$ cat src/hdl/arcade_ctrl_pkg.sv
package arcade_ctrl_pkg;

	// PS/2 set 2 make codes
	localparam logic [7:0] key_up     = 8'h75;
	localparam logic [7:0] key_down   = 8'h72;
	localparam logic [7:0] key_left   = 8'h6B;
	localparam logic [7:0] key_right  = 8'h74;
	localparam logic [7:0] key_coin   = 8'h76; // esc
	localparam logic [7:0] key_start1 = 8'h05; // f1
	localparam logic [7:0] key_start2 = 8'h06; // f2
	localparam logic [7:0] key_fire   = 8'h29; // space
	localparam logic [7:0] key_bomb   = 8'h11; // alt

	// bit positions in the MiST joystick word
	localparam int joy_right = 0;
	localparam int joy_left  = 1;
	localparam int joy_down  = 2;
	localparam int joy_up    = 3;
	localparam int joy_fire  = 4;
	localparam int joy_bomb  = 5;

	// cabinet controls, all active high
	typedef struct packed {
		logic coin;
		logic start1;
		logic start2;
		logic up;
		logic down;
		logic left;
		logic right;
		logic fire;
		logic bomb;
	} cabinet_ctrl_t;

endpackage

$ cat src/hdl/arcade_video_pkg.sv
package arcade_video_pkg;

	// horizontal timing in pixel clocks
	localparam int h_active     = 32;
	localparam int h_total      = 40;
	localparam int h_sync_start = 34;
	localparam int h_sync_end   = 37;

	// vertical timing in lines
	localparam int v_active    = 8;
	localparam int v_total     = 10;
	localparam int v_sync_line = 9;

	localparam int h_cnt_w = $clog2(h_total);
	localparam int v_cnt_w = $clog2(v_total);

	// bitmap memory, one bit per pixel
	localparam int bytes_per_line = h_active / 8;
	localparam int vram_depth     = 32;
	localparam int vram_aw        = 5;

	// one access to the video RAM
	typedef struct packed {
		logic               we;
		logic [vram_aw-1:0] addr;
		logic [7:0]         wdata;
	} vram_req_t;

	typedef struct packed {
		logic r;
		logic g;
		logic b;
	} rgb_t;

	// overlay bands, counted in visible rows
	localparam int band_top_rows    = 2;
	localparam int band_bottom_rows = 2;

	localparam rgb_t colour_top    = '{r: 1'b1, g: 1'b0, b: 1'b0};
	localparam rgb_t colour_mid    = '{r: 1'b1, g: 1'b1, b: 1'b1};
	localparam rgb_t colour_bottom = '{r: 1'b0, g: 1'b1, b: 1'b0};

endpackage

$ cat src/hdl/arcade_io_top.sv
module arcade_io_top
	import arcade_ctrl_pkg::*, arcade_video_pkg::*;
(
	input  logic          clk_mist,
	input  logic          arst_n,
	input  logic          key_strobe,
	input  logic          key_pressed,
	input  logic [7:0]    key_code,
	input  logic [7:0]    joystick_0,
	input  logic [7:0]    joystick_1,
	input  logic          rotate,
	input  logic          overlay_en,
	input  logic          cpu_strobe,
	input  vram_req_t     cpu_req,
	output cabinet_ctrl_t controls,
	output logic          cpu_done,
	output logic [7:0]    cpu_rdata,
	output rgb_t          pixel,
	output logic          de,
	output logic          hsync,
	output logic          vsync
);

	logic               vid_fetch;
	logic [vram_aw-1:0] vid_addr;
	logic [7:0]         vid_rdata;
	logic [7:0]         ram_rdata;
	vram_req_t          ram_req;

	control_mapper i_control_mapper (
		.clk_mist    (clk_mist),
		.arst_n      (arst_n),
		.key_strobe  (key_strobe),
		.key_pressed (key_pressed),
		.key_code    (key_code),
		.joystick_0  (joystick_0),
		.joystick_1  (joystick_1),
		.rotate      (rotate),
		.controls    (controls)
	);

	vram_arbiter i_vram_arbiter (
		.clk_mist   (clk_mist),
		.arst_n     (arst_n),
		.cpu_strobe (cpu_strobe),
		.cpu_req    (cpu_req),
		.vid_fetch  (vid_fetch),
		.vid_addr   (vid_addr),
		.ram_rdata  (ram_rdata),
		.cpu_done   (cpu_done),
		.cpu_rdata  (cpu_rdata),
		.vid_rdata  (vid_rdata),
		.ram_req    (ram_req)
	);

	video_ram i_video_ram (
		.clk_mist  (clk_mist),
		.ram_req   (ram_req),
		.ram_rdata (ram_rdata)
	);

	video_scanner i_video_scanner (
		.clk_mist   (clk_mist),
		.arst_n     (arst_n),
		.overlay_en (overlay_en),
		.vid_rdata  (vid_rdata),
		.vid_fetch  (vid_fetch),
		.vid_addr   (vid_addr),
		.pixel      (pixel),
		.de         (de),
		.hsync      (hsync),
		.vsync      (vsync)
	);

endmodule

$ cat src/hdl/control_mapper.sv
module control_mapper
	import arcade_ctrl_pkg::*;
(
	input  logic          clk_mist,
	input  logic          arst_n,
	input  logic          key_strobe,
	input  logic          key_pressed,
	input  logic [7:0]    key_code,
	input  logic [7:0]    joystick_0,
	input  logic [7:0]    joystick_1,
	input  logic          rotate,
	output cabinet_ctrl_t controls
);

	cabinet_ctrl_t btn; // keyboard button state
	logic [7:0]    joy;
	logic          src_up;
	logic          src_down;
	logic          src_left;
	logic          src_right;

	always_ff @(posedge clk_mist or negedge arst_n) begin
		if (!arst_n) begin
			btn <= '0;
		end else if (key_strobe) begin
			case (key_code)
				key_up:     btn.up     <= key_pressed;
				key_down:   btn.down   <= key_pressed;
				key_left:   btn.left   <= key_pressed;
				key_right:  btn.right  <= key_pressed;
				key_coin:   btn.coin   <= key_pressed;
				key_start1: btn.start1 <= key_pressed;
				key_start2: btn.start2 <= key_pressed;
				key_fire:   btn.fire   <= key_pressed;
				key_bomb:   btn.bomb   <= key_pressed;
				default:    ; // other keys ignored
			endcase
		end
	end

	// either player's stick drives the cabinet
	assign joy = joystick_0 | joystick_1;

	assign src_up    = btn.up    | joy[joy_up];
	assign src_down  = btn.down  | joy[joy_down];
	assign src_left  = btn.left  | joy[joy_left];
	assign src_right = btn.right | joy[joy_right];

	always_comb begin
		controls.coin   = btn.coin;
		controls.start1 = btn.start1;
		controls.start2 = btn.start2;
		controls.fire   = btn.fire | joy[joy_fire];
		controls.bomb   = btn.bomb | joy[joy_bomb];
		// rotated screen turns the stick a quarter turn
		if (rotate) begin
			controls.up    = src_right;
			controls.down  = src_left;
			controls.left  = src_up;
			controls.right = src_down;
		end else begin
			controls.up    = src_up;
			controls.down  = src_down;
			controls.left  = src_left;
			controls.right = src_right;
		end
	end

endmodule

$ cat src/hdl/video_ram.sv
module video_ram
	import arcade_video_pkg::*;
(
	input  logic       clk_mist,
	input  vram_req_t  ram_req,
	output logic [7:0] ram_rdata
);

	logic [7:0] mem [vram_depth];

	always_ff @(posedge clk_mist) begin
		if (ram_req.we) begin
			mem[ram_req.addr] <= ram_req.wdata;
			ram_rdata         <= ram_req.wdata; // write-first
		end else begin
			ram_rdata <= mem[ram_req.addr];
		end
	end

endmodule

$ cat src/hdl/video_scanner.sv
module video_scanner
	import arcade_video_pkg::*;
(
	input  logic               clk_mist,
	input  logic               arst_n,
	input  logic               overlay_en,
	input  logic [7:0]         vid_rdata,
	output logic               vid_fetch,
	output logic [vram_aw-1:0] vid_addr,
	output rgb_t               pixel,
	output logic               de,
	output logic               hsync,
	output logic               vsync
);

	logic [h_cnt_w-1:0] hcount;
	logic [v_cnt_w-1:0] vcount;
	logic [h_cnt_w-1:0] fetch_x; // pixel the next fetch is for
	logic [v_cnt_w-1:0] fetch_y;
	logic [7:0]         shifter;
	logic               visible;
	rgb_t               band_colour;

	always_ff @(posedge clk_mist or negedge arst_n) begin
		if (!arst_n) begin
			hcount <= '0;
			vcount <= '0;
		end else if (hcount == h_cnt_w'(h_total - 1)) begin
			hcount <= '0;
			if (vcount == v_cnt_w'(v_total - 1))
				vcount <= '0;
			else
				vcount <= vcount + 1'b1;
		end else begin
			hcount <= hcount + 1'b1;
		end
	end

	// fetch two pixels ahead, wrapping into the next line
	always_comb begin
		if (hcount >= h_cnt_w'(h_total - 2)) begin
			fetch_x = hcount + h_cnt_w'(2) - h_cnt_w'(h_total);
			fetch_y = (vcount == v_cnt_w'(v_total - 1)) ? '0 : vcount + 1'b1;
		end else begin
			fetch_x = hcount + h_cnt_w'(2);
			fetch_y = vcount;
		end
	end

	assign vid_fetch = (hcount[2:0] == 3'd6) && (fetch_x < h_active) && (fetch_y < v_active);
	assign vid_addr  = vram_aw'(fetch_y * bytes_per_line + (fetch_x >> 3));

	assign visible = (hcount < h_active) && (vcount < v_active);

	always_comb begin
		if (!overlay_en)
			band_colour = colour_mid;
		else if (vcount < band_top_rows)
			band_colour = colour_top;
		else if (vcount >= v_active - band_bottom_rows)
			band_colour = colour_bottom;
		else
			band_colour = colour_mid;
	end

	// byte arrives while hcount mod 8 is 7
	always_ff @(posedge clk_mist) begin
		if (hcount[2:0] == 3'd7)
			shifter <= vid_rdata;
		else
			shifter <= {shifter[6:0], 1'b0};
	end

	always_ff @(posedge clk_mist or negedge arst_n) begin
		if (!arst_n) begin
			pixel <= '0;
			de    <= 1'b0;
			hsync <= 1'b0;
			vsync <= 1'b0;
		end else begin
			de    <= visible;
			pixel <= (visible && shifter[7]) ? band_colour : '0; // msb first
			hsync <= (hcount >= h_sync_start) && (hcount < h_sync_end);
			vsync <= (vcount == v_sync_line);
		end
	end

endmodule

$ cat src/hdl/vram_arbiter.sv
module vram_arbiter
	import arcade_video_pkg::*;
(
	input  logic               clk_mist,
	input  logic               arst_n,
	input  logic               cpu_strobe,
	input  vram_req_t          cpu_req,
	input  logic               vid_fetch,
	input  logic [vram_aw-1:0] vid_addr,
	input  logic [7:0]         ram_rdata,
	output logic               cpu_done,
	output logic [7:0]         cpu_rdata,
	output logic [7:0]         vid_rdata,
	output vram_req_t          ram_req
);

	vram_req_t pending_req;
	logic      pending;
	logic      cpu_issue;

	// video always wins, the CPU waits one slot at most
	assign cpu_issue = pending & ~vid_fetch;

	always_ff @(posedge clk_mist) begin
		if (cpu_strobe)
			pending_req <= cpu_req;
	end

	always_ff @(posedge clk_mist or negedge arst_n) begin
		if (!arst_n) begin
			pending  <= 1'b0;
			cpu_done <= 1'b0;
		end else begin
			cpu_done <= cpu_issue; // read data lands with done
			if (cpu_strobe)
				pending <= 1'b1;
			else if (cpu_issue)
				pending <= 1'b0;
		end
	end

	always_comb begin
		if (vid_fetch) begin
			ram_req = '{we: 1'b0, addr: vid_addr, wdata: 8'h00};
		end else begin
			ram_req    = pending_req;
			ram_req.we = pending_req.we & pending; // idle slots never write
		end
	end

	// one RAM read port feeds both peers, each knows its own slot
	assign cpu_rdata = ram_rdata;
	assign vid_rdata = ram_rdata;

endmodule

$ cat config.mk
export PLATFORM = sky130hd
export DESIGN_NAME = arcade_io_top
export DESIGN_NICKNAME = d
export VERILOG_FILES = /design/src/hdl/arcade_ctrl_pkg.sv /design/src/hdl/arcade_video_pkg.sv /design/src/hdl/arcade_io_top.sv /design/src/hdl/control_mapper.sv /design/src/hdl/video_ram.sv /design/src/hdl/video_scanner.sv /design/src/hdl/vram_arbiter.sv
export SDC_FILE = /design/constraint.sdc
export NUM_CORES = 1
export LEC_CHECK = 0
export ABC_AREA = 1
export BUFFER_PORTS_ARGS = -buffer_cell sky130_fd_sc_hd__buf_2
export CAP_MARGIN = 30
export CORE_MARGIN = 5
export CORE_UTILIZATION = 68
export CTS_BUF_LIST = sky130_fd_sc_hd__clkbuf_8
export DETAILED_ROUTE_END_ITERATION = 7
export PLACE_DENSITY = 0.95
export SLEW_MARGIN = 10
export SYNTH_ARGS = -nofsm -noshare
export SYNTH_HDL_FRONTEND = slang
export SYNTH_SLANG_ARGS = --single-unit
$ cat constraint.sdc
create_clock -name clk_mist -period 4.55 [get_ports clk_mist]
set_input_delay 0.6825 -clock clk_mist [delete_from_list [all_inputs] [get_ports clk_mist]]
set_output_delay 0.6825 -clock clk_mist [all_outputs]
set_load 0.01 [all_outputs]
==> results_dict.tcl <==
set metrics [dict create \
    status "complete, no violations" \
    fp-row-count 50 \
    critPathMaxStageDelay_ns 0.81 \
    critPathBufInv 3 \
    antenna_found_initial 0 \
    drtAntennaViolNets 0 \
    dpl.hpwl_um 18900 \
    cts_setup_buffers 0 \
    rsz0062_at_grt "no" \
    pin_count 69 \
    seqCellArea_um2 9050 \
    fp.dieH_um 148 \
    cp.required_ns 3.87 \
    path_common_cell "o21ai_0" \
    overflow 0 \
    syn_area_um2 13000 \
    vdd_drop_max_v 0.000323 \
    finClkSkew_ns 0.0252 \
    p_per_area_nw_per_um2 405 \
    grt.total_usage_pct 27.6 \
    yosysSeqAreaShare_pct 69.8 \
    yosysTopAreaCell "edfxtp_1" \
    crit_type "register to primary output" \
    nFillCells 1058 \
    synth-seq-cells 310 \
    clk_pin_slew_ns 0.06 \
    max_slew_margin_pct 42.9 \
    synthCells 1101 \
    async_flop_share_pct 8.71 \
    synth_xor_xnor_area_share_pct 0.203 \
    cpMaxStageDelayCell "dfxtp_4" \
    preCtsSetupSlack_ns 0.943 \
    hold_viol 0 \
    start_kind "register" \
    synth.avg_cell_area_um2 11.8 \
    arrival_ns 3.11 \
    synth_warnings 0 \
    portBuffers 64 \
    cp_cell_sequence "inv_2 > buf_4 > o21ai_0 > o22ai_1 > o21ai_0 > nand3_1 > and2_1 > buf_2" \
    fin_crit_sh_pct 83.4 \
    holdBufCountCts 0 \
    syn2layout_area_growth_pct 10.9 \
    drive_gt1_share_pct 14.3 \
    dieWidth_um 148 \
    crit_path_max_fanout 71 \
    grt_pass1_vias 8750 \
    finalWorstSetupSlack_ns 0.756 \
    n_antenna_cell 0 \
    synth_flop_cell "edfxtp_1" \
    initial_utilization_pct 69.3 \
    cts_buffers 47 \
    final_cell_area_um2 14400 \
    crit_family "flip-flops" \
    rrSetupSlack_ns 0.83 \
    final_nets 1218 \
    drc 0 \
    post_cts_resized 0 \
    htreeDepth 2 \
    cts_tree "done" \
    dpl_cell_area_um2 13500 \
    slew_viol_final 0 \
    hp-class "primary input to async pin" \
    synth_cell_type_count 39 \
    routedWlPerCell_um 20.8 \
    synth_top_family_by_area "simple AND/OR/NAND/NOR gates" \
    first_iter_violations 1111 \
    yosys-top-cells-count "270 x edfxtp_1, 179 x nor2_1, 129 x o21ai_0" \
    grt_pass1_wl_um 47100 \
    synth-compound-area-share_pct 9.83 \
    synth_top_area_share_pct 62.6 \
    cp-end-kind "primary output" \
    wirelength_um 29700 \
    vias 9056 \
    gp_congestion 0.906 \
    die-area_um2 21900 \
    ctsRootBufferMaster "clkbuf_8" \
    fin_hold_ws_ns 0.126 \
    multi_input_area_um2 3390 \
    clk_latency_ns 0.57 \
    synthSimpleGateAreaFrac_pct 15.1 \
    viasPerCell 6.32 \
    fp.coreArea_um2 18700 \
    synthAdderAreaFrac_pct 0.676 \
    cts.sinks 310 \
    fin_tns_setup_ns 0 \
    synth_edf_count 270 \
    drt_first_pass_iters 6 \
    syn_nets 1153 \
    setup_viol 0 \
    synth.most_common_cell "edfxtp_1" \
    p_total_mw 5.82 \
    ys_top_cells_by_area "edfxtp_1 63%, dfrtp_1 5.2%, nor2_1 5.2%" \
    fin_crit_ns 3.79 \
    grt_max_degree 72 \
    tightestPinTransition_ns 0.854 \
    fmax_mhz 264 \
    maxCapViolCount 0 \
    p_leak_nw 5.31 \
    clockBufferDepth 3 \
    muxShareOfSynthArea_pct 0.309 \
]
==> flip-flops by register name, summed over array words and instances, names as in the netlist, named ones only <==
signal and cells:
i_control_mapper.controls 3, i_video_scanner.vcount 4, i_video_scanner.hsync 1, i_video_scanner.shifter 8, i_video_ram.mem 256, i_video_scanner.pixel 3, i_video_scanner.vsync 1, i_vram_arbiter.cpu_done 1
i_video_scanner.de 1, i_video_scanner.hcount 6, i_vram_arbiter.pending_req 14, i_control_mapper.btn 6, i_vram_arbiter.pending 1
==> logic make-up after synthesis <==
family / Yosys count
AO/OA/AOI/OAI: 212
XOR/XNOR: 3
adder cells (fa/ha/maj): 7
buffers and inverters: 126
flip-flops: 310
multiplexers: 4
AND/OR/NAND/NOR: 439
==> metrics by stage <==
step / instances / util (%)
floorplan: 1101 / -
global placement: 1343 / 71.4
detailed placement: 1349 / 71.9
CTS: 1431 / 76.6
global route: 1433 / 76.8
finish: 1433 / 76.8
==> final cells by class <==
cell class | count | share of cell area, %
clock buffer | 54 | 5.17
tap | 234 | 2.04
clock inverter | 28 | 0.932
inverter | 61 | 1.61
sequential | 310 | 63.0
timing repair buffer | 81 | 3.71
multi-input combinational | 665 | 23.6
==> metal layers <==
metal  vias up  share of wire (%)  track usage [%]
li1       4077                  -                -
met1      4236                 37             38.3
met2       662                 48             44.3
met3        81                 12             6.01
met4         0                3.0             9.42
met5         -                  0                0
==> path summary, 6_finish.rpt <==
kind,start,endpoint,cells after the start
worst max-delay path,register,cpu_rdata[1],8
worst min-delay path,arst_n,i_video_scanner.vcount[0],1
worst max register to register,i_video_scanner.hcount[2],i_video_ram.mem[7][2],17
worst min register to register,i_video_scanner.shifter[4],i_video_scanner.shifter[5],2
max in group asynchronous,arst_n,i_control_mapper.controls[6],1
min in group clk_mist,cpu_req[3],i_vram_arbiter.pending_req[3],1
==> report_power, final <==
part	total, mW	internal [mW]	switching, mW
clock	2.14	1.13	1.01
sequential	3.18	3.15	0.0288
combinational	0.502	0.147	0.355
total	5.82	4.43	1.39
==> layout by cell type, fill, tap and decap left out, types with 15 or more instances in the layout <==
| cell | instances |
|---|---|
| buf_2 | 64 |
| edfxtp_1 | 270 |
| o211ai_1 | 15 |
| o221ai_1 | 36 |
| o21ai_0 | 129 |
| inv_1 | 76 |
| dfrtp_1 | 27 |
| nand3_1 | 76 |
| nand2_1 | 123 |
| clkbuf_8 | 54 |
| a21oi_1 | 16 |
| nor2_1 | 179 |
==> worst register-to-register path, cell delays in order, from the launching register on <==
cell and delay [ns]:
dfrtp_1 0.45, nand2_1 0.16, o21ai_0 0.30, ha_1 0.22, inv_1 0.05, nand2_1 0.07
nand2_1 0.08, nand2_2 0.20, inv_1 0.08, ha_1 0.23, ha_1 0.22, inv_1 0.09
nand3_1 0.08, nand2_1 0.06, nand4_1 0.08, nand2_2 0.17, nand3_2 0.14, nor2_1 0.68
Note: power is estimated with default switching activity, not from simulation.
